File: config.mk
export PLATFORM = sky130hd
export DESIGN_NAME = lineDrawTop
export DESIGN_NICKNAME = d
export VERILOG_FILES = /design/src/design/rasterPkg.sv /design/src/design/pipeStage.sv /design/src/design/lineSetup.sv /design/src/design/bresenhamCore.sv /design/src/design/rasterFsm.sv /design/src/design/pixelAddresser.sv /design/src/design/lineRasterizer.sv /design/src/design/lineDrawTop.sv
export VERILOG_INCLUDE_DIRS = /design/src /design/src/include
export SDC_FILE = /design/constraint.sdc
export NUM_CORES = 1
export LEC_CHECK = 0
export ABC_AREA = 0
export BUFFER_PORTS_ARGS = -buffer_cell sky130_fd_sc_hd__buf_4
export CORE_MARGIN = 2
export CORE_UTILIZATION = 45
export DETAILED_ROUTE_END_ITERATION = 7
export GPL_ROUTABILITY_DRIVEN = 0
export PLACE_DENSITY_LB_ADDON = 0.1
export REMOVE_ABC_BUFFERS = 1
export SYNTH_ARGS = -nofsm -noshare
export SYNTH_HDL_FRONTEND = slang
export SYNTH_SLANG_ARGS = --single-unit
File: constraint.sdc
create_clock -name clk -period 5 [get_ports clk]
set_input_delay 0.25 -clock clk [delete_from_list [all_inputs] [get_ports clk]]
set_output_delay 0.25 -clock clk [all_outputs]
set_load 0.01 [all_outputs]
File: src/include/raster_cfg.svh
`ifndef RASTER_CFG_SVH
`define RASTER_CFG_SVH

// ~~~~~~~~~~~~~~~~~~~~~~~~~~~~~~~~~~~~~~~~
// Frame buffer geometry
// ~~~~~~~~~~~~~~~~~~~~~~~~~~~~~~~~~~~~~~~~
`define RAST_SCREEN_W 640                // Visible columns.
`define RAST_SCREEN_H 480                // Visible rows.

// ~~~~~~~~~~~~~~~~~~~~~~~~~~~~~~~~~~~~~~~~
// Datapath widths
// ~~~~~~~~~~~~~~~~~~~~~~~~~~~~~~~~~~~~~~~~
`define RAST_COORD_W 13                  // Signed coordinate, centred or screen.
`define RAST_COLOR_W 4                   // Palette index.
`define RAST_ADDR_W 19                   // Covers 640*480 pixels.

`endif

File: src/design/rasterPkg.sv
`include "raster_cfg.svh"

package rasterPkg;

   // ~~~~~~~~~~~~~~~~~~~~~~~~~~~~~~~~~~~~~~~~
   // Scalar types
   // ~~~~~~~~~~~~~~~~~~~~~~~~~~~~~~~~~~~~~~~~
   typedef logic signed [`RAST_COORD_W-1:0] coordT;   // Signed coordinate.
   typedef logic [`RAST_COORD_W-1:0] lenT;            // Absolute delta or step count.
   typedef logic [`RAST_COORD_W:0] incT;              // Doubled delta.
   typedef logic [`RAST_COLOR_W-1:0] colorT;
   typedef logic [`RAST_ADDR_W-1:0] addrT;

   // ~~~~~~~~~~~~~~~~~~~~~~~~~~~~~~~~~~~~~~~~
   // Records
   // ~~~~~~~~~~~~~~~~~~~~~~~~~~~~~~~~~~~~~~~~
   typedef struct packed {
      coordT startX;                     // Centred, Y up.
      coordT startY;
      coordT endX;
      coordT endY;
      colorT color;
   } lineCmdT;

   typedef struct packed {
      coordT originX;                    // Screen space start point.
      coordT originY;
      lenT majorLen;                     // Pixel count minus one.
      incT minorInc2;
      incT majorDec2;
      logic stepXNeg;
      logic stepYNeg;
      logic xMajor;
      colorT color;
   } lineSetupT;

   typedef struct packed {
      coordT x;                          // Screen space.
      coordT y;
      addrT address;                     // Only valid with onScreen.
      colorT color;
      logic onScreen;
      logic last;                        // Final pixel of the line.
   } pixelT;

endpackage

File: src/design/pipeStage.sv
module pipeStage #(
   parameter type payloadT = logic
) (
   input  logic    clk,
   input  logic    rstN,
   input  logic    inValid,
   input  payloadT inData,
   output logic    inReady,
   output logic    outValid,
   output payloadT outData,
   input  logic    outReady
);

   logic full;                           // Entry occupied.
   logic inFire;

   // Accept when empty or when the held entry leaves this cycle.
   assign inReady = !full || outReady;
   assign inFire = inValid && inReady;
   assign outValid = full;

   always_ff @(posedge clk or negedge rstN) begin
      if (!rstN) begin
         full <= 1'b0;
      end else if (inFire) begin
         full <= 1'b1;
      end else if (outReady) begin
         full <= 1'b0;                   // Drained with nothing behind it.
      end
   end

   always_ff @(posedge clk) begin
      if (inFire) begin
         outData <= inData;
      end
   end

endmodule

File: src/design/lineSetup.sv
`include "raster_cfg.svh"

module lineSetup
   import rasterPkg::*;
(
   input  logic      clk,
   input  logic      rstN,
   input  logic      capture,
   input  lineCmdT   cmd,
   output lineSetupT setup
);

   localparam int CoordW = `RAST_COORD_W;
   localparam coordT HalfW = coordT'(`RAST_SCREEN_W / 2);
   localparam coordT HalfH = coordT'(`RAST_SCREEN_H / 2);

   coordT scrStartX;
   coordT scrStartY;
   coordT scrEndX;
   coordT scrEndY;
   logic signed [CoordW:0] deltaX;       // One extra bit so the difference never wraps.
   logic signed [CoordW:0] deltaY;
   lenT absX;
   lenT absY;
   lenT majorAbs;
   lenT minorAbs;
   logic xMajor;

   // ~~~~~~~~~~~~~~~~~~~~~~~~~~~~~~~~~~~~~~~~
   // Centred to screen space
   // ~~~~~~~~~~~~~~~~~~~~~~~~~~~~~~~~~~~~~~~~
   assign scrStartX = cmd.startX + HalfW;
   assign scrEndX = cmd.endX + HalfW;
   assign scrStartY = HalfH - cmd.startY;  // Screen Y grows downward.
   assign scrEndY = HalfH - cmd.endY;

   // ~~~~~~~~~~~~~~~~~~~~~~~~~~~~~~~~~~~~~~~~
   // Deltas and axis choice
   // ~~~~~~~~~~~~~~~~~~~~~~~~~~~~~~~~~~~~~~~~
   always_comb begin
      deltaX = (CoordW + 1)'(scrEndX) - (CoordW + 1)'(scrStartX);
      deltaY = (CoordW + 1)'(scrEndY) - (CoordW + 1)'(scrStartY);
      absX = deltaX[CoordW] ? lenT'(-deltaX) : lenT'(deltaX);
      absY = deltaY[CoordW] ? lenT'(-deltaY) : lenT'(deltaY);
      xMajor = (absX >= absY);           // Ties go to X.
      majorAbs = xMajor ? absX : absY;
      minorAbs = xMajor ? absY : absX;
   end

   always_ff @(posedge clk or negedge rstN) begin
      if (!rstN) begin
         setup <= '0;
      end else if (capture) begin
         setup.originX <= scrStartX;
         setup.originY <= scrStartY;
         setup.majorLen <= majorAbs;
         setup.minorInc2 <= {minorAbs, 1'b0};
         setup.majorDec2 <= {majorAbs, 1'b0};
         setup.stepXNeg <= deltaX[CoordW];
         setup.stepYNeg <= deltaY[CoordW];
         setup.xMajor <= xMajor;
         setup.color <= cmd.color;
      end
   end

endmodule

File: src/design/bresenhamCore.sv
`include "raster_cfg.svh"

module bresenhamCore
   import rasterPkg::*;
(
   input  logic      clk,
   input  logic      rstN,
   input  logic      load,
   input  logic      advance,
   input  lineSetupT setup,
   output coordT     posX,
   output coordT     posY,
   output logic      lastStep
);

   // Holds up to majorLen plus minorInc2 before the subtract.
   localparam int ErrW = `RAST_COORD_W + 3;

   lenT stepCnt;                         // Major steps taken so far.
   logic signed [ErrW-1:0] err;
   logic signed [ErrW-1:0] errSum;
   logic signed [ErrW-1:0] errNext;
   logic minorStep;
   coordT xStep;
   coordT yStep;
   coordT nextX;
   coordT nextY;

   always_comb begin
      xStep = setup.stepXNeg ? coordT'(-1) : coordT'(1);
      yStep = setup.stepYNeg ? coordT'(-1) : coordT'(1);
      errSum = err + $signed(ErrW'(setup.minorInc2));
      minorStep = errSum > $signed(ErrW'(setup.majorLen));
      errNext = minorStep ? errSum - $signed(ErrW'(setup.majorDec2)) : errSum;
      // The major axis always moves, the minor one only on overflow.
      nextX = (setup.xMajor || minorStep) ? posX + xStep : posX;
      nextY = (!setup.xMajor || minorStep) ? posY + yStep : posY;
   end

   assign lastStep = (stepCnt == setup.majorLen);

   always_ff @(posedge clk or negedge rstN) begin
      if (!rstN) begin
         posX <= '0;
         posY <= '0;
         stepCnt <= '0;
         err <= '0;
      end else if (load) begin
         posX <= setup.originX;          // First pixel is the start point.
         posY <= setup.originY;
         stepCnt <= '0;
         err <= '0;
      end else if (advance) begin
         posX <= nextX;
         posY <= nextY;
         stepCnt <= stepCnt + 1'b1;
         err <= errNext;
      end
   end

endmodule

File: src/design/rasterFsm.sv
module rasterFsm (
   input  logic clk,
   input  logic rstN,
   input  logic cmdValid,
   output logic cmdReady,
   output logic capture,
   output logic load,
   output logic advance,
   output logic pixValid,
   input  logic pixReady,
   input  logic lastStep,
   output logic lastPix
);

   typedef enum logic [1:0] {
      stIdle,
      stSetup,
      stDraw
   } stateT;

   stateT state;
   stateT stateNext;
   logic pixFire;

   // ~~~~~~~~~~~~~~~~~~~~~~~~~~~~~~~~~~~~~~~~
   // Handshake decode
   // ~~~~~~~~~~~~~~~~~~~~~~~~~~~~~~~~~~~~~~~~
   assign cmdReady = (state == stIdle);
   assign capture = cmdReady && cmdValid;      // Setup registers the command.
   assign load = (state == stSetup);           // Core takes the setup result.
   assign pixValid = (state == stDraw);
   assign lastPix = pixValid && lastStep;
   assign pixFire = pixValid && pixReady;
   assign advance = pixFire && !lastStep;      // Position holds under back-pressure.

   always_comb begin
      stateNext = state;
      case (state)
         stIdle: begin
            if (capture) begin
               stateNext = stSetup;
            end
         end
         stSetup: begin
            stateNext = stDraw;
         end
         stDraw: begin
            if (pixFire && lastStep) begin
               stateNext = stIdle;             // Last pixel accepted.
            end
         end
         default: begin
            stateNext = stIdle;
         end
      endcase
   end

   always_ff @(posedge clk or negedge rstN) begin
      if (!rstN) begin
         state <= stIdle;
      end else begin
         state <= stateNext;
      end
   end

endmodule

File: src/design/pixelAddresser.sv
`include "raster_cfg.svh"

module pixelAddresser
   import rasterPkg::*;
(
   input  coordT posX,
   input  coordT posY,
   output addrT  address,
   output logic  onScreen
);

   localparam coordT ScreenW = coordT'(`RAST_SCREEN_W);
   localparam coordT ScreenH = coordT'(`RAST_SCREEN_H);
   localparam int RowBits = $clog2(`RAST_SCREEN_H);
   localparam int ColBits = $clog2(`RAST_SCREEN_W);

   logic insideX;
   logic insideY;
   addrT row;
   addrT col;

   // Sign bit clear covers the lower bound.
   assign insideX = !posX[`RAST_COORD_W-1] && (posX < ScreenW);
   assign insideY = !posY[`RAST_COORD_W-1] && (posY < ScreenH);
   assign onScreen = insideX && insideY;

   assign row = addrT'(posY[RowBits-1:0]);
   assign col = addrT'(posX[ColBits-1:0]);

   // 640 is 512 plus 128.
   assign address = (row << 9) + (row << 7) + col;

endmodule

File: src/design/lineRasterizer.sv
module lineRasterizer
   import rasterPkg::*;
(
   input  logic    clk,
   input  logic    rstN,
   input  logic    cmdValid,
   input  lineCmdT cmd,
   output logic    cmdReady,
   output logic    pixValid,
   output pixelT   pix,
   input  logic    pixReady
);

   logic capture;
   logic load;
   logic advance;
   logic lastStep;
   logic lastPix;
   lineSetupT setupReg;
   coordT posX;
   coordT posY;
   addrT address;
   logic onScreen;

   // ~~~~~~~~~~~~~~~~~~~~~~~~~~~~~~~~~~~~~~~~
   // Setup and stepping datapath
   // ~~~~~~~~~~~~~~~~~~~~~~~~~~~~~~~~~~~~~~~~
   lineSetup setupUnit (
      .clk     (clk),
      .rstN    (rstN),
      .capture (capture),
      .cmd     (cmd),
      .setup   (setupReg)
   );

   bresenhamCore core (
      .clk      (clk),
      .rstN     (rstN),
      .load     (load),
      .advance  (advance),
      .setup    (setupReg),
      .posX     (posX),
      .posY     (posY),
      .lastStep (lastStep)
   );

   rasterFsm control (
      .clk      (clk),
      .rstN     (rstN),
      .cmdValid (cmdValid),
      .cmdReady (cmdReady),
      .capture  (capture),
      .load     (load),
      .advance  (advance),
      .pixValid (pixValid),
      .pixReady (pixReady),
      .lastStep (lastStep),
      .lastPix  (lastPix)
   );

   pixelAddresser addresser (
      .posX     (posX),
      .posY     (posY),
      .address  (address),
      .onScreen (onScreen)
   );

   // Pixel record straight from the core position.
   always_comb begin
      pix.x = posX;
      pix.y = posY;
      pix.address = address;
      pix.color = setupReg.color;
      pix.onScreen = onScreen;
      pix.last = lastPix;
   end

endmodule

File: src/design/lineDrawTop.sv
module lineDrawTop
   import rasterPkg::*;
(
   input  logic    clk,
   input  logic    rstN,
   input  logic    cmdValid,
   input  lineCmdT cmd,
   output logic    cmdReady,
   output logic    pixValid,
   output pixelT   pix,
   input  logic    pixReady
);

   logic rastCmdValid;
   logic rastCmdReady;
   lineCmdT rastCmd;
   logic rastPixValid;
   logic rastPixReady;
   pixelT rastPix;

   pipeStage #(.payloadT(lineCmdT)) cmdStage (
      .clk      (clk),
      .rstN     (rstN),
      .inValid  (cmdValid),
      .inData   (cmd),
      .inReady  (cmdReady),
      .outValid (rastCmdValid),
      .outData  (rastCmd),
      .outReady (rastCmdReady)
   );

   lineRasterizer rasterizer (
      .clk      (clk),
      .rstN     (rstN),
      .cmdValid (rastCmdValid),
      .cmd      (rastCmd),
      .cmdReady (rastCmdReady),
      .pixValid (rastPixValid),
      .pix      (rastPix),
      .pixReady (rastPixReady)
   );

   pipeStage #(.payloadT(pixelT)) pixStage (
      .clk      (clk),
      .rstN     (rstN),
      .inValid  (rastPixValid),
      .inData   (rastPix),
      .inReady  (rastPixReady),
      .outValid (pixValid),
      .outData  (pix),
      .outReady (pixReady)
   );

endmodule

### Word-level counts from Yosys, hierarchy flattened

Cells that the tools add are included.

* bits of input ports: 60
* output and inout bits: 53
* logic and storage cells: 102
* bits in registers: 225

* magnitude comparators: 4
* multiplexer cells: 24
* add/sub/neg operators: 15
* reductions and logical operators: 28
* eq/ne operators: 5

Operator list (count)
* 2-to-1 mux 13 bit: 14
* 2-to-1 mux 16 bit: 3
* subtractor 13 x 13 -> 14 bit: 2
* adder 13 x 10 -> 13 bit (second input constant): 2
* adder 13 bit: 2
* negator 13 bit: 2
* subtractor 9 x 13 -> 13 bit (first input constant): 2
* adder 18 x 16 -> 19 bit: 1
* adder 19 bit: 1
* adder 16 x 15 -> 16 bit: 1
* greater-than comparator 16 x 14 -> 1 bit: 1
* subtractor 16 x 15 -> 16 bit: 1
* adder 13 x 1 -> 13 bit (second input constant): 1
* equality test 13 bit: 1
* greater-or-equal comparator 13 bit: 1
* less-than comparator 13 x 10 -> 1 bit (second input constant): 1
* less-than comparator 13 x 11 -> 1 bit (second input constant): 1
* nonzero test 2 bit: 5
* logical AND 1 bit: 9
* logical NOT 1 bit: 6
* case mux 2 bit (3 select lines): 1
* AND reduction 2 bit: 3
* logical OR 1 bit: 4
* 2-to-1 mux 1 bit: 4
* other kinds (6): 7

### Depth between registers and ports, before layout

Gate-level depths: netlist (run 1).

* depth in word-level cells: 6
* depth in mapped cells: 30
* depth with buffers taken out: 26

### By module

A second synthesis (run 1) with hierarchy kept.

* cell total of the unflattened synthesis: 1465
* area total of the unflattened synthesis: 14943.1 µm²

Modules (own cells, without submodules)
* bresenhamCore: sequential area each 1376.3 µm², cells an instance 629, instances 1, area an instance 5415.2 µm²
* lineSetup: sequential area each 1476.4 µm², cells an instance 625, instances 1, area an instance 5315.1 µm²
* pipeStage (cmdStage): sequential area each 1706.6 µm², cells an instance 60, instances 1, area an instance 1735.4 µm²
* pipeStage (pixStage): sequential area each 1556.5 µm², cells an instance 55, instances 1, area an instance 1585.3 µm²
* pixelAddresser: sequential area each 0.0 µm², cells an instance 83, instances 1, area an instance 764.5 µm²
* rasterFsm: sequential area each 50.0 µm², cells an instance 11, instances 1, area an instance 112.6 µm²
* lineRasterizer: sequential area each 0.0 µm², cells an instance 2, instances 1, area an instance 15.0 µm²

### Worst setup path after synthesis (run 1)

Ideal clock, no wire load.

* path kind: register to register
* start point: register cmdStage.outData[4] (netlist name)
* end point: register rasterizer.setupUnit.setup[28] (netlist name)
* arrival time: 5.225 ns
* slack: -0.360 ns
* clock period less this slack: 5.360 ns
* stages on the path, launching flop included: 27
* library setup time: 0.135 ns
* required time: 4.865 ns
* path buffers: 2
* cell sequence: edfxtp_1 > inv_1 > ha_1 > nor3b_1 > xor2_1 > ha_1 > buf_6 > a2111o_1 > o2111a_1 > a2111oi_4 > nand2b_1 > a2bb2oi_1 > nor2b_1 > xor2_1 > inv_1 > ha_1 > a21o_1 > a21o_1 > a21o_1 > a21o_1 > a21oi_1 > o31ai_1 > nand2_1 > a21oi_1 > clkbuf_1 > mux2i_1 > o21ai_0

* cells in the longest elaborated chain, start to end: 6

Ends and longest elaborated chain
* start, declared: line pipeStage.sv:10 `output payloadT outData,`
* start signal, assigned: line pipeStage.sv:34 `outData <= inData;`
* subtractor 9 x 13 -> 13 bit (*): line lineSetup.sv:35 `assign scrEndY = HalfH - cmd.endY;`
* subtractor 13 x 13 -> 14 bit (*): line lineSetup.sv:42 `deltaY = (CoordW + 1)'(scrEndY) - (CoordW + 1)'(scrStartY);`
* negator 13 bit: line lineSetup.sv:44 `absY = deltaY[CoordW] ? lenT'(-deltaY) : lenT'(deltaY);`
* 2-to-1 mux 13 bit (*): line lineSetup.sv:44
* greater-or-equal comparator 13 bit: line lineSetup.sv:45 `xMajor = (absX >= absY);`
* 2-to-1 mux 13 bit (*): line lineSetup.sv:47 `minorAbs = xMajor ? absY : absX;`

Every way passes the cells marked *; elsewhere a longest branch is shown, timed or not.
A chain may end at the register's enable or synchronous reset.

### Worst setup path in the final report (run 1)

* start point: register cmdStage.outData[4] (netlist name)
* end point: register rasterizer.setupUnit.setup[11] (netlist name)

* cells in the longest elaborated chain, start to end: 6

Ends and longest elaborated chain
* subtractor 9 x 13 -> 13 bit (*): line lineSetup.sv:35
* subtractor 13 x 13 -> 14 bit (*): line lineSetup.sv:42
* negator 13 bit: line lineSetup.sv:44
* 2-to-1 mux 13 bit (*): line lineSetup.sv:44
* greater-or-equal comparator 13 bit: line lineSetup.sv:45
* 2-to-1 mux 13 bit (*): line lineSetup.sv:46 `majorAbs = xMajor ? absX : absY;`

Marks and branches as above.

==> results of run 1 <==
==> registers in the layout, indices dropped and copies added, names as in the netlist <==
signal	flops
rasterizer.control.state	2
pixStage.outValid	1
cmdStage.outValid	1
rasterizer.core.err	15
rasterizer.setupUnit.setup	59
pixStage.outData	44
rasterizer.core.posX	13
rasterizer.core.posY	13
cmdStage.outData	56
rasterizer.core.stepCnt	13
==> worst min-delay path: stages <==
cell and delay (ns):
buf_4 0.07, nor2b_1 0.07, nand2b_1 0.15
==> stage by stage <==
stage,setup WS (ns),util,setup TNS (ns)
global placement,-0.05452,0.5166,-0.5089
detailed placement,-0.1607,0.5166,-2.610
global route,-0.3758,0.5787,-8.875
floorplan,-0.8830,-,-18.21
CTS,-0.04674,0.5702,-0.3372
finish,-0.1418,0.5787,-2.257
==> metal layers <==
layer / global-route usage / wire length [um] / part of all wire
met1: 0.2904 / 15850 / 0.47
met2: 0.3587 / 15860 / 0.47
met3: 0.02502 / 1285 / 0.038
met4: 0.05894 / 904 / 0.027
met5: 0 / 0 / 0
==> synth_stat cells, drive strengths merged (6+ instances only) <==
cell type  instances
a211oi            11
fa                15
nor2b             21
nand3             42
a31o               6
ha               119
o21ai            107
xnor2             73
a21oi             60
xor2              66
a221o             22
nor3              19
o31ai              8
nor4               8
mux2i             22
o311ai            11
o21bai             8
dfrtp            117
clkbuf            25
and3               9
o211ai             7
nand4             16
buf               17
nand2b            19
nand2            125
nor2              93
inv               78
a21o              31
and2              10
a31oi             10
edfxtp           100
o21a              11
or3               13
==> logic make-up after synthesis <==
logic type                 after synthesis  synth area share
buffers and inverters                  120           0.03667
and+or+nand+nor                        390            0.1336
AOI/OAI and AO/OA                      327            0.1613
muxes                                   27           0.02006
adders and majority gates              134            0.1298
xor gates and xnor gates               139           0.08832
DFF                                    217            0.4302
==> layout by cell type, fill, tap and decap left out, types with 6 or more instances in the layout <==
| cell type | netlist | final |
|---|---|---|
| nand3_1 | 42 | 42 |
| and3_1 | 9 | 9 |
| nand2b_1 | 19 | 18 |
| clkbuf_1 | 24 | 9 |
| ha_1 | 119 | 114 |
| o21ai_0 | 89 | 84 |
| nor4_1 | 8 | 7 |
| nand2_1 | 125 | 124 |
| o21ai_1 | 18 | 22 |
| o311ai_0 | 10 | 10 |
| nand4_1 | 16 | 16 |
| a21oi_1 | 60 | 56 |
| o21a_1 | 11 | 11 |
| a221o_1 | 22 | 22 |
| xnor2_1 | 73 | 72 |
| and2_1 | 10 | 8 |
| or3_1 | 12 | 11 |
| edfxtp_1 | 100 | 100 |
| nor2b_1 | 21 | 19 |
| a21o_1 | 30 | 30 |
| o211ai_1 | 6 | 6 |
| buf_6 | 1 | 10 |
| fa_1 | 15 | 15 |
| nor3_1 | 19 | 19 |
| dfrtp_1 | 117 | 117 |
| buf_4 | 11 | 220 |
| a31oi_1 | 10 | 10 |
| a211oi_1 | 9 | 9 |
| clkbuf_16 | 0 | 28 |
| inv_1 | 78 | 74 |
| dlygate4sd3_1 | 0 | 58 |
| o21bai_1 | 8 | 8 |
| mux2i_1 | 22 | 20 |
| xor2_1 | 66 | 62 |
| nor2_1 | 93 | 89 |
==> worst max-delay path by stage <==
stage | from | to | cells after the start
final | cmdStage.outData[4] | rasterizer.setupUnit.setup[11] | 29
after global routing | cmdStage.outData[4] | rasterizer.setupUnit.setup[28] | 24
after CTS | cmdStage.outData[5] | rasterizer.setupUnit.setup[11] | 27
after detailed placement | cmdStage.outData[5] | rasterizer.setupUnit.setup[15] | 26
after global placement | cmdStage.outData[4] | rasterizer.setupUnit.setup[31] | 26
after floorplan | cmdStage.outData[4] | rasterizer.setupUnit.setup[8] | 25
==> area by class of cell <==
type                       count  area [sq um]
timing repair buffer         291          2400
sequential                   217          5931
multi-input combinational   1017          7580
clock inverter                 9         101.3
fill                        2615         12790
inverter                      78         292.8
tap                          396         495.5
clock buffer                  39         762.0
==> timing repair <==
action / 4_1_cts / 5_1_grt
pin swaps: 19 / 18
endpoints found under the setup margin: 27 / 49
hold endpoints to repair: 119 / 0
setup buffers: 10 / 11
hold buffers: 58 / 0
resized for setup: 16 / 44
cloned: 0 / 1
==> impl_results.md, run 1 <==
* Worst hold slack at 0.07131 ns
* Core area at between 30,000 and 40,000 sq um
* #FFs+latches synth at 217
* Final setup fails at 26
* DIE WIDTH at 179.0 um
* Die height at between 150 and 200 um
* Ys flop type: dfrtp_1
* CTS clk-pin slew, worst paths at approximately 0.050 ns
* Max-cap violations at 0
* Final Net Count at ~1,800
* Most frequent CP cell: a21o_1
* RSZ-0062 raised after global routing: yes
* Reg2Reg Depth at 29
* RR Startpoint: cmdStage.outData[4]
* Area contributors post-synth: edfxtp_1, dfrtp_1, ha_1
* Initial Util at 0.4542
* Max incr delay on CP at slightly above 0.4 ns
* Via density at 5.320
* Post-route cell area at around 18,000 sq um
* Final WL at around 34 mm
* CTS root buf: clkbuf_16
* R2R Setup Slk at -0.14 ns
* Rows at 64
* Hold Violations, Final at 0
* Worst skew pair latency at approximately 0.54 ns
* Total number of vias at between 10,000 and 15,000
* Placed Area at 15,680 sq um
* Crit end category: flip-flop
* Setup slack after layout at -0.1418 ns
* Post-synth ARST share at 0.5392
* Post-Syn Area at approximately 14,000 sq um
* Non-filler cells, final at roughly 2,000
* CTS tree: done
* Wire length per cell at between 15 and 20 um
* Largest net degree at the start of global routing at 65
* Yosys top cell area share at 0.2178
* Initial antenna violation count at 0
* Tightest Pin Transition at about 0.9 ns
* Status: finished, violations left
* Failing checks: setup timing
* Die area at ~32,000 sq um
* CTS Buffer Depth at 3
* Post-synth EDFFs at 100
* Worst Skew at ~0.027 ns
* Period Utilization, post-route at 1.028
* Pins Over Slew Limit at 0
* Gr usage total at 0.2131
* Worst Path Buf+Inv at 7
* Critical path class: reg2reg
* Worst-path maximum fanout at 7
* Hold path endpoint: pixStage.outValid
* Cells after Synth at approximately 1,400
* Number of H-tree levels at 1
* Layout Area Growth over Synthesis at 27.40%
* Vias in the first global route at ~11,000
* Grt total ovfl at 0
* Post-route DRC at 0
* Drt pass-1 iters at 5
* Worst min path class: in2reg
* Register area share after synthesis at 0.4302
* Synth warnings at 0
* Post-route ant nets at 0
* Worst r2r dst: rasterizer.setupUnit.setup[11]
* Synth cell types at 75
* HPWL after detailed placement at between 20 and 25 mm
* WP data required at around 5.4 ns
* Tmin final at 5.142 ns
* Highest-delay cell along the critical path: edfxtp_1
* CTS Sinks at ~220
* Element type at the critical path start: flip-flop
* Placed cells at 1,919
* IO Port Bufs at 112
* Layout cell share with drive strength beyond 1 at 0.2035
* Cell family with most CP delay: compound AO/OA/AOI/OAI gates
* First-pass GRT wire length at between 50 and 60 mm
* Worst slew margin at 0.3853
* Worst hold stages at 3
* Initial DRC count at roughly 550
* Synth area leader: edfxtp_1
* Fmax at 194.5 MHz
* Crit path DAT at 5.54 ns
* CTS buffer count at 26
* Syn Area/Cell at a little over 10 sq um
* Num ports at 113
* Hold Crit Start: pixReady
* Diodes inserted at 0
Power of run 1 is left out: the tool's default activity adds up to more than one toggle a clock period on the data nets, which glitch-free logic cannot reach.
==> run 2, diff against run 1 <==
- CORE_UTILIZATION: 45 -> 37
- clock period: 5 -> 4.2 ns (I/O delays scaled with it)
==> run 2 against run 1 <==
  * The flow still finishes with violations (setup timing)
  * Critical path depth down 3
  * Routed wire length is 8.0% higher
  * Hold slack gained 0.18 ns
  * Register-to-register slack lost 0.78 ns
  * Via count is 3.4% higher
  * Non-clock buffer count increased by 145
  * Clock skew decreased by 0.011 ns
  * Core utilization fell by 6.0 points
  * Critical path type unchanged
==> impl_results.md, run 2 (same netlist as run 1, synthesis figures left out) <==
* Status: finished, violations left
* Failing checks: setup timing
* WP data required at between 4 and 5 ns
* Die height at between 150 and 200 um
* Grt total ovfl at 0
* Largest register FFs at 59
* Largest registers: rasterizer.setupUnit.setup: 59 flops, cmdStage.outData: 56 flops, pixStage.outData: 44 flops
* Hold Violations, Final at 0
* Layout Area Growth over Synthesis at 37.84%
* Placed Area at ~17,000 sq um
* Post-route ant nets at 0
* Reg with most FFs: rasterizer.setupUnit.setup
* Setup slack after layout at -0.9232 ns
* Layout cell share with drive strength beyond 1 at 0.2892
* RSZ-0062 raised after global routing: yes
* CTS buffer count at 27
* Commonest cells after routing, fill and taps aside: buf_4, nand2_1, dfrtp_1
* Final setup fails at 27
* Num ports at 113
* Fmax at approximately 200 MHz
* Crit path DAT at 5.60 ns
* Core area at between 30,000 and 40,000 sq um
* Crit end category: flip-flop
* Number of H-tree levels at 1
* Gr usage total at 0.1932
* R2R Setup Slk at -0.92 ns
* Worst-path maximum fanout at 4
* Post-route DRC at 0
* Worst skew pair latency at between 0.5 and 0.6 ns
* Commonest non-fill, non-tap cell in the layout: buf_4
* IO Port Bufs at approximately 110
* CTS root buf: clkbuf_16
* Via density at 4.968
* Largest net degree at the start of global routing at 73
* Worst min path class: in2async
* Wire length per cell at 16.16 um
* Worst slew margin at 0.4979
* CTS tree: done
* Worst r2r dst: rasterizer.setupUnit.setup[22]
* HPWL after detailed placement at ~28 mm
* Rows at 70
* Diodes inserted at 0
* Reg2Reg Depth at 26
* CTS Sinks at between 200 and 250
* Drt pass-1 iters at 4
* RR Startpoint: cmdStage.outData[4]
* Post-route cell area at 19,000 sq um
* CTS clk-pin slew, worst paths at 0.06 ns
* FILL cells at between 3,000 and 4,000
* Element type at the critical path start: flip-flop
* Worst Skew at roughly 0.016 ns
* Tightest Pin Transition at around 0.75 ns
* Tmin final at just over 5 ns
* Setup_tns at -22.39 ns
* First-pass GRT wire length at a little under 60 mm
* Period Utilization, post-route at 1.220
* Final Net Count at between 1,500 and 2,000
* Final core utilization at 0.5190
* Initial antenna violation count at 0
* Final WL at 36.61 mm
* Die area at a little under 40,000 sq um
* Max-cap violations at 0
* Pins Over Slew Limit at 0
* DIE WIDTH at between 150 and 200 um
* Vias in the first global route at about 11,000
* CTS Buffer Depth at 3
* Total number of vias at 11,260
* Critical path class: reg2reg
* Initial DRC count at between 500 and 600
* Initial Util at 0.3765
run 2: changes by cell type in the layout (fill, tap and decap cells not counted), moves of 5 or more:
cell     change
a21oi_1      -7
buf_4      +141
nor2_4       +5
a21oi_2      +7
o21ai_0     -11
o21ai_2      +6
o21ai_1      +5
nor2_1       -7
run 2: critical path: stages, from the launching register on:
cell and delay (ns):
edfxtp_1 0.39, inv_2 0.10, ha_4 0.14, nor3b_4 0.19, buf_6 0.14, xor2_2 0.13
ha_1 0.25, a2111o_1 0.44, o2111a_1 0.28, a2111oi_4 0.30, nand2b_4 0.20, a2bb2oi_4 0.07
nor2b_2 0.13, xor2_1 0.19, inv_1 0.10, ha_4 0.22, a21o_1 0.15, a21o_1 0.17
a21o_1 0.16, a21o_1 0.18, a21oi_2 0.17, o31ai_2 0.08, nand2_1 0.08, a21o_1 0.22
buf_4 0.15, mux2_4 0.28, o21ai_1 0.11
run 2: routing by layer:
layer	share of wire	GRT usage
met4	0.027	0.04985
met2	0.47	0.3259
met3	0.026	0.02288
met1	0.47	0.2646
met5	0	0
run 2: area by class of cell:
cell class	count	area, sq um	area share
repair buffers	436	3516	0.1850
flip-flops and latches	217	5931	0.3121
well taps	468	585.6	0.03082
inverters	78	292.8	0.01541
clock buffers	40	764.5	0.04023
multi-input cells	1017	7820	0.4116
clock inverters	10	91.34	0.004807
run 2: what timing repair did:
item,in CTS,in global routing
endpoints found under the setup margin,60,67
pin swaps,30,47
gates resized for setup,44,78
hold endpoints to repair,113,0
hold buffers,59,0
setup buffers,13,12
run 2: worst max path at each step:
| stage | from | end | depth (start not counted) | slack [ns] |
|---|---|---|---|---|
| floorplan | cmdStage.outData[4] | rasterizer.setupUnit.setup[8] | 25 | -1.68 |
| global placement | cmdStage.outData[4] | rasterizer.setupUnit.setup[31] | 26 | -0.94 |
| detailed placement | cmdStage.outData[4] | rasterizer.setupUnit.setup[12] | 26 | -1.13 |
| CTS | cmdStage.outData[4] | rasterizer.setupUnit.setup[12] | 26 | -0.86 |
| global route | cmdStage.outData[4] | rasterizer.setupUnit.setup[12] | 26 | -1.15 |
| finish | cmdStage.outData[4] | rasterizer.setupUnit.setup[22] | 26 | -0.92 |
run 2: metrics by stage:
| stage | worst slack (ns) | hold WS (ns) | cells |
|---|---|---|---|
| 2_1_floorplan | -1.683 | -0.08559 | 1312 |
| 3_3_place_gp | -0.9398 | 0.3315 | 2133 |
| 3_5_place_dp | -1.127 | 0.3335 | 2133 |
| 4_1_cts | -0.8592 | 0.2807 | 2255 |
| 5_1_grt | -1.147 | 0.3319 | 2266 |
| 6_report | -0.9232 | 0.2546 | 2266 |
Power of run 2 is left out for the same reason.
==> run 3, diff against run 2 <==
- BUFFER_PORTS_ARGS: -buffer_cell sky130_fd_sc_hd__buf_4 -> not set
- CORE_MARGIN: 2 -> not set
- DONT_BUFFER_PORTS: not set -> 1
==> run 3 against run 2 <==
  * The run still ends with setup timing left
  * Highest routed layer unchanged
  * Worst setup slack improved by 0.060 ns
  * Clock-buffer cell count fell by 9
  * Clock skew rose by 0.0038 ns
  * Maximum frequency rose by 1.2%
  * Sequential cell count did not move
  * Critical path depth fell by 3
  * Register-to-register slack improved by 0.06 ns
  * Via count fell by 2.2%
  * Cell count fell by 4.1%
  * Hold slack improved by 0.014 ns
==> impl_results.md, run 3 (same netlist as run 1, synthesis figures left out) <==
* Reg with most FFs: rasterizer.setupUnit.setup
* Number of H-tree levels at 1
* CTS tree: done
* Diodes inserted at 0
* Vias in the first global route at between 10,000 and 15,000
* Hold Violations, Final at 0
* Max-cap violations at 0
* Core area at approximately 37,000 sq um
* Largest registers: rasterizer.setupUnit.setup: 59 flops, cmdStage.outData: 56 flops, pixStage.outData: 44 flops
* Worst Setup SP: cmdStage.outData[5]
* Tmin final at 5.063 ns
* Pins Over Slew Limit at 0
* WP data required at around 4.7 ns
* Die area at 38,030 sq um
* Post-route cell area at approximately 19,000 sq um
* Grt total ovfl at 0
* Commonest non-fill, non-tap cell in the layout: buf_4
* Initial DRC count at 517
* Num ports at roughly 110
* Worst-path maximum fanout at 5
* Max incr delay on CP at 0.41 ns
* Final setup fails at 38
* Layout cell share with drive strength beyond 1 at 0.2557
* R2R Setup Slk at -0.86 ns
* Die height at 195.0 um
* Drt pass-1 iters at 5
* Largest net degree at the start of global routing at ~120
* Period Utilization, post-route at 1.206
* CTS clk-pin slew, worst paths at around 0.06 ns
* Tightest Pin Transition at 0.9315 ns
* Worst slew margin at 0.3790
* Failing checks: setup timing
* Layout Area Growth over Synthesis at 35.45%
* Element type at the critical path start: flip-flop
* Worst Skew at just under 0.02 ns
* Wire length per cell at roughly 17 um
* CTS Buffer Depth at 3
* HPWL after detailed placement at 27.23 mm
* Critical path class: reg2reg
* Initial antenna violation count at 0
* Rows at 70
* Final Net Count at 1,879
* Final WL at around 37 mm
* Crit-path cells: buf_4 -> buf_4 -> nor4_1 -> nor2_1 -> ha_1 -> buf_4 -> and3_1 -> a221oi_2 -> o21ai_1 -> a21o_1 -> xor2_4 -> or3_4 -> buf_4 -> o31ai_1 -> a21oi_2 -> o211ai_4 -> ha_4 -> nor2_4 -> buf_4 -> a21o_4 -> buf_12 -> mux2_4 -> o21ai_1
* Worst hold stages at 1
* Fmax at just under 200 MHz
* Post-route DRC at 0
* Crit end category: flip-flop
* Total number of vias at approximately 11,000
* Largest register FFs at between 50 and 60
* Most frequent CP cell: buf_4
* Placed Area at ~16,000 sq um
* Worst r2r dst: rasterizer.setupUnit.setup[23]
* Highest-delay cell along the critical path: edfxtp_1
* Initial Util at 0.3765
* Crit path to: rasterizer.setupUnit.setup[23]
* Gr usage total at 0.1946
* Worst skew pair latency at between 0.5 and 0.6 ns
* Worst min path class: in2reg
* Setup slack after layout at -0.8635 ns
* IO Port Bufs at 0
* Commonest cells after routing, fill and taps aside: buf_4, nand2_1, dfrtp_1
* CTS root buf: clkbuf_16
* Reg2Reg Depth at 23
* RR Startpoint: cmdStage.outData[5]
* Via density at 5.069
* Post-route ant nets at 0
* Crit path DAT at about 5.6 ns
* RSZ-0062 raised after global routing: yes
* CTS Sinks at 217
* Status: finished, violations left
* CTS buffer count at 27
* DIE WIDTH at between 150 and 200 um
* First-pass GRT wire length at just under 60 mm
[run 3: changes by cell type in the layout (fill, tap and decap cells not counted), sizes merged]
cell,delta
buf,-94
bufinv,+3
clkbuf,-7
clkinv,+4
clkinvlp,+3
inv,-2
[run 3: how the worst min path moves through the flow]
stage,startpoint,endpoint,slack [ns]
6_report,cmdValid,cmdStage.outData[14],0.27
3_5_place_dp,rstN,rasterizer.core.stepCnt[8],-0.08
2_1_floorplan,rstN,cmdStage.outValid,-0.09
5_1_grt,cmd[40],cmdStage.outData[40],0.26
4_1_cts,cmdValid,cmdStage.outData[14],0.24
3_3_place_gp,rstN,rasterizer.core.stepCnt[8],-0.08
[run 3: cell type report]
cell class,instances,area [sq um]
Clock buffer,31,720.7
Clock inverter,18,195.2
Fill cell,3352,17940
Inverter,78,292.8
Multi-Input combinational cell,1017,7958
Sequential cell,217,5931
Tap cell,468,585.6
Timing Repair Buffer,344,2988
[run 3: stage by stage]
step | util | worst slack (ns) | instances | hold slack [ns] | setup TNS, ns
after floorplan | - | -1.683 | 1312 | -0.08559 | -58.59
after global placement | 0.4375 | -0.9315 | 2022 | -0.08004 | -31.95
after detailed placement | 0.4375 | -1.037 | 2022 | -0.07955 | -32.78
after CTS | 0.4943 | -0.8582 | 2156 | 0.2398 | -20.92
after global routing | 0.5100 | -1.128 | 2173 | 0.2645 | -34.25
final | 0.5100 | -0.8635 | 2173 | 0.2684 | -21.09
[run 3: critical path: cells and delay by family (launching register included)]
family / cells / cell delay [ns]
AO/OA/AOI/OAI: 8 / 1.64
AND/OR/NAND/NOR: 5 / 1.11
buffers and inverters: 6 / 0.86
adder cells (fa/ha/maj): 2 / 0.51
flip-flops: 1 / 0.41
multiplexers: 1 / 0.29
XOR/XNOR: 1 / 0.18
[run 3: timing repair]
action                                 4_1_cts  5_1_grt
cloned                                       3        3
hold buffers                                60        0
pin swaps                                   52       63
setup buffers                               22       15
setup endpoints to repair                   67       68
endpoints found under the hold margin      176        0
gates resized for setup                     76       94
[run 3: layer usage]
metal	up-vias	wire, um	GRT usage
met3	58	1155	0.02729
met5	-	0	0
met1	5221	17630	0.2653
met2	165	17000	0.3208
li1	5570	-	-
met4	0	1137	0.05774
Power of run 3 is left out for the same reason.
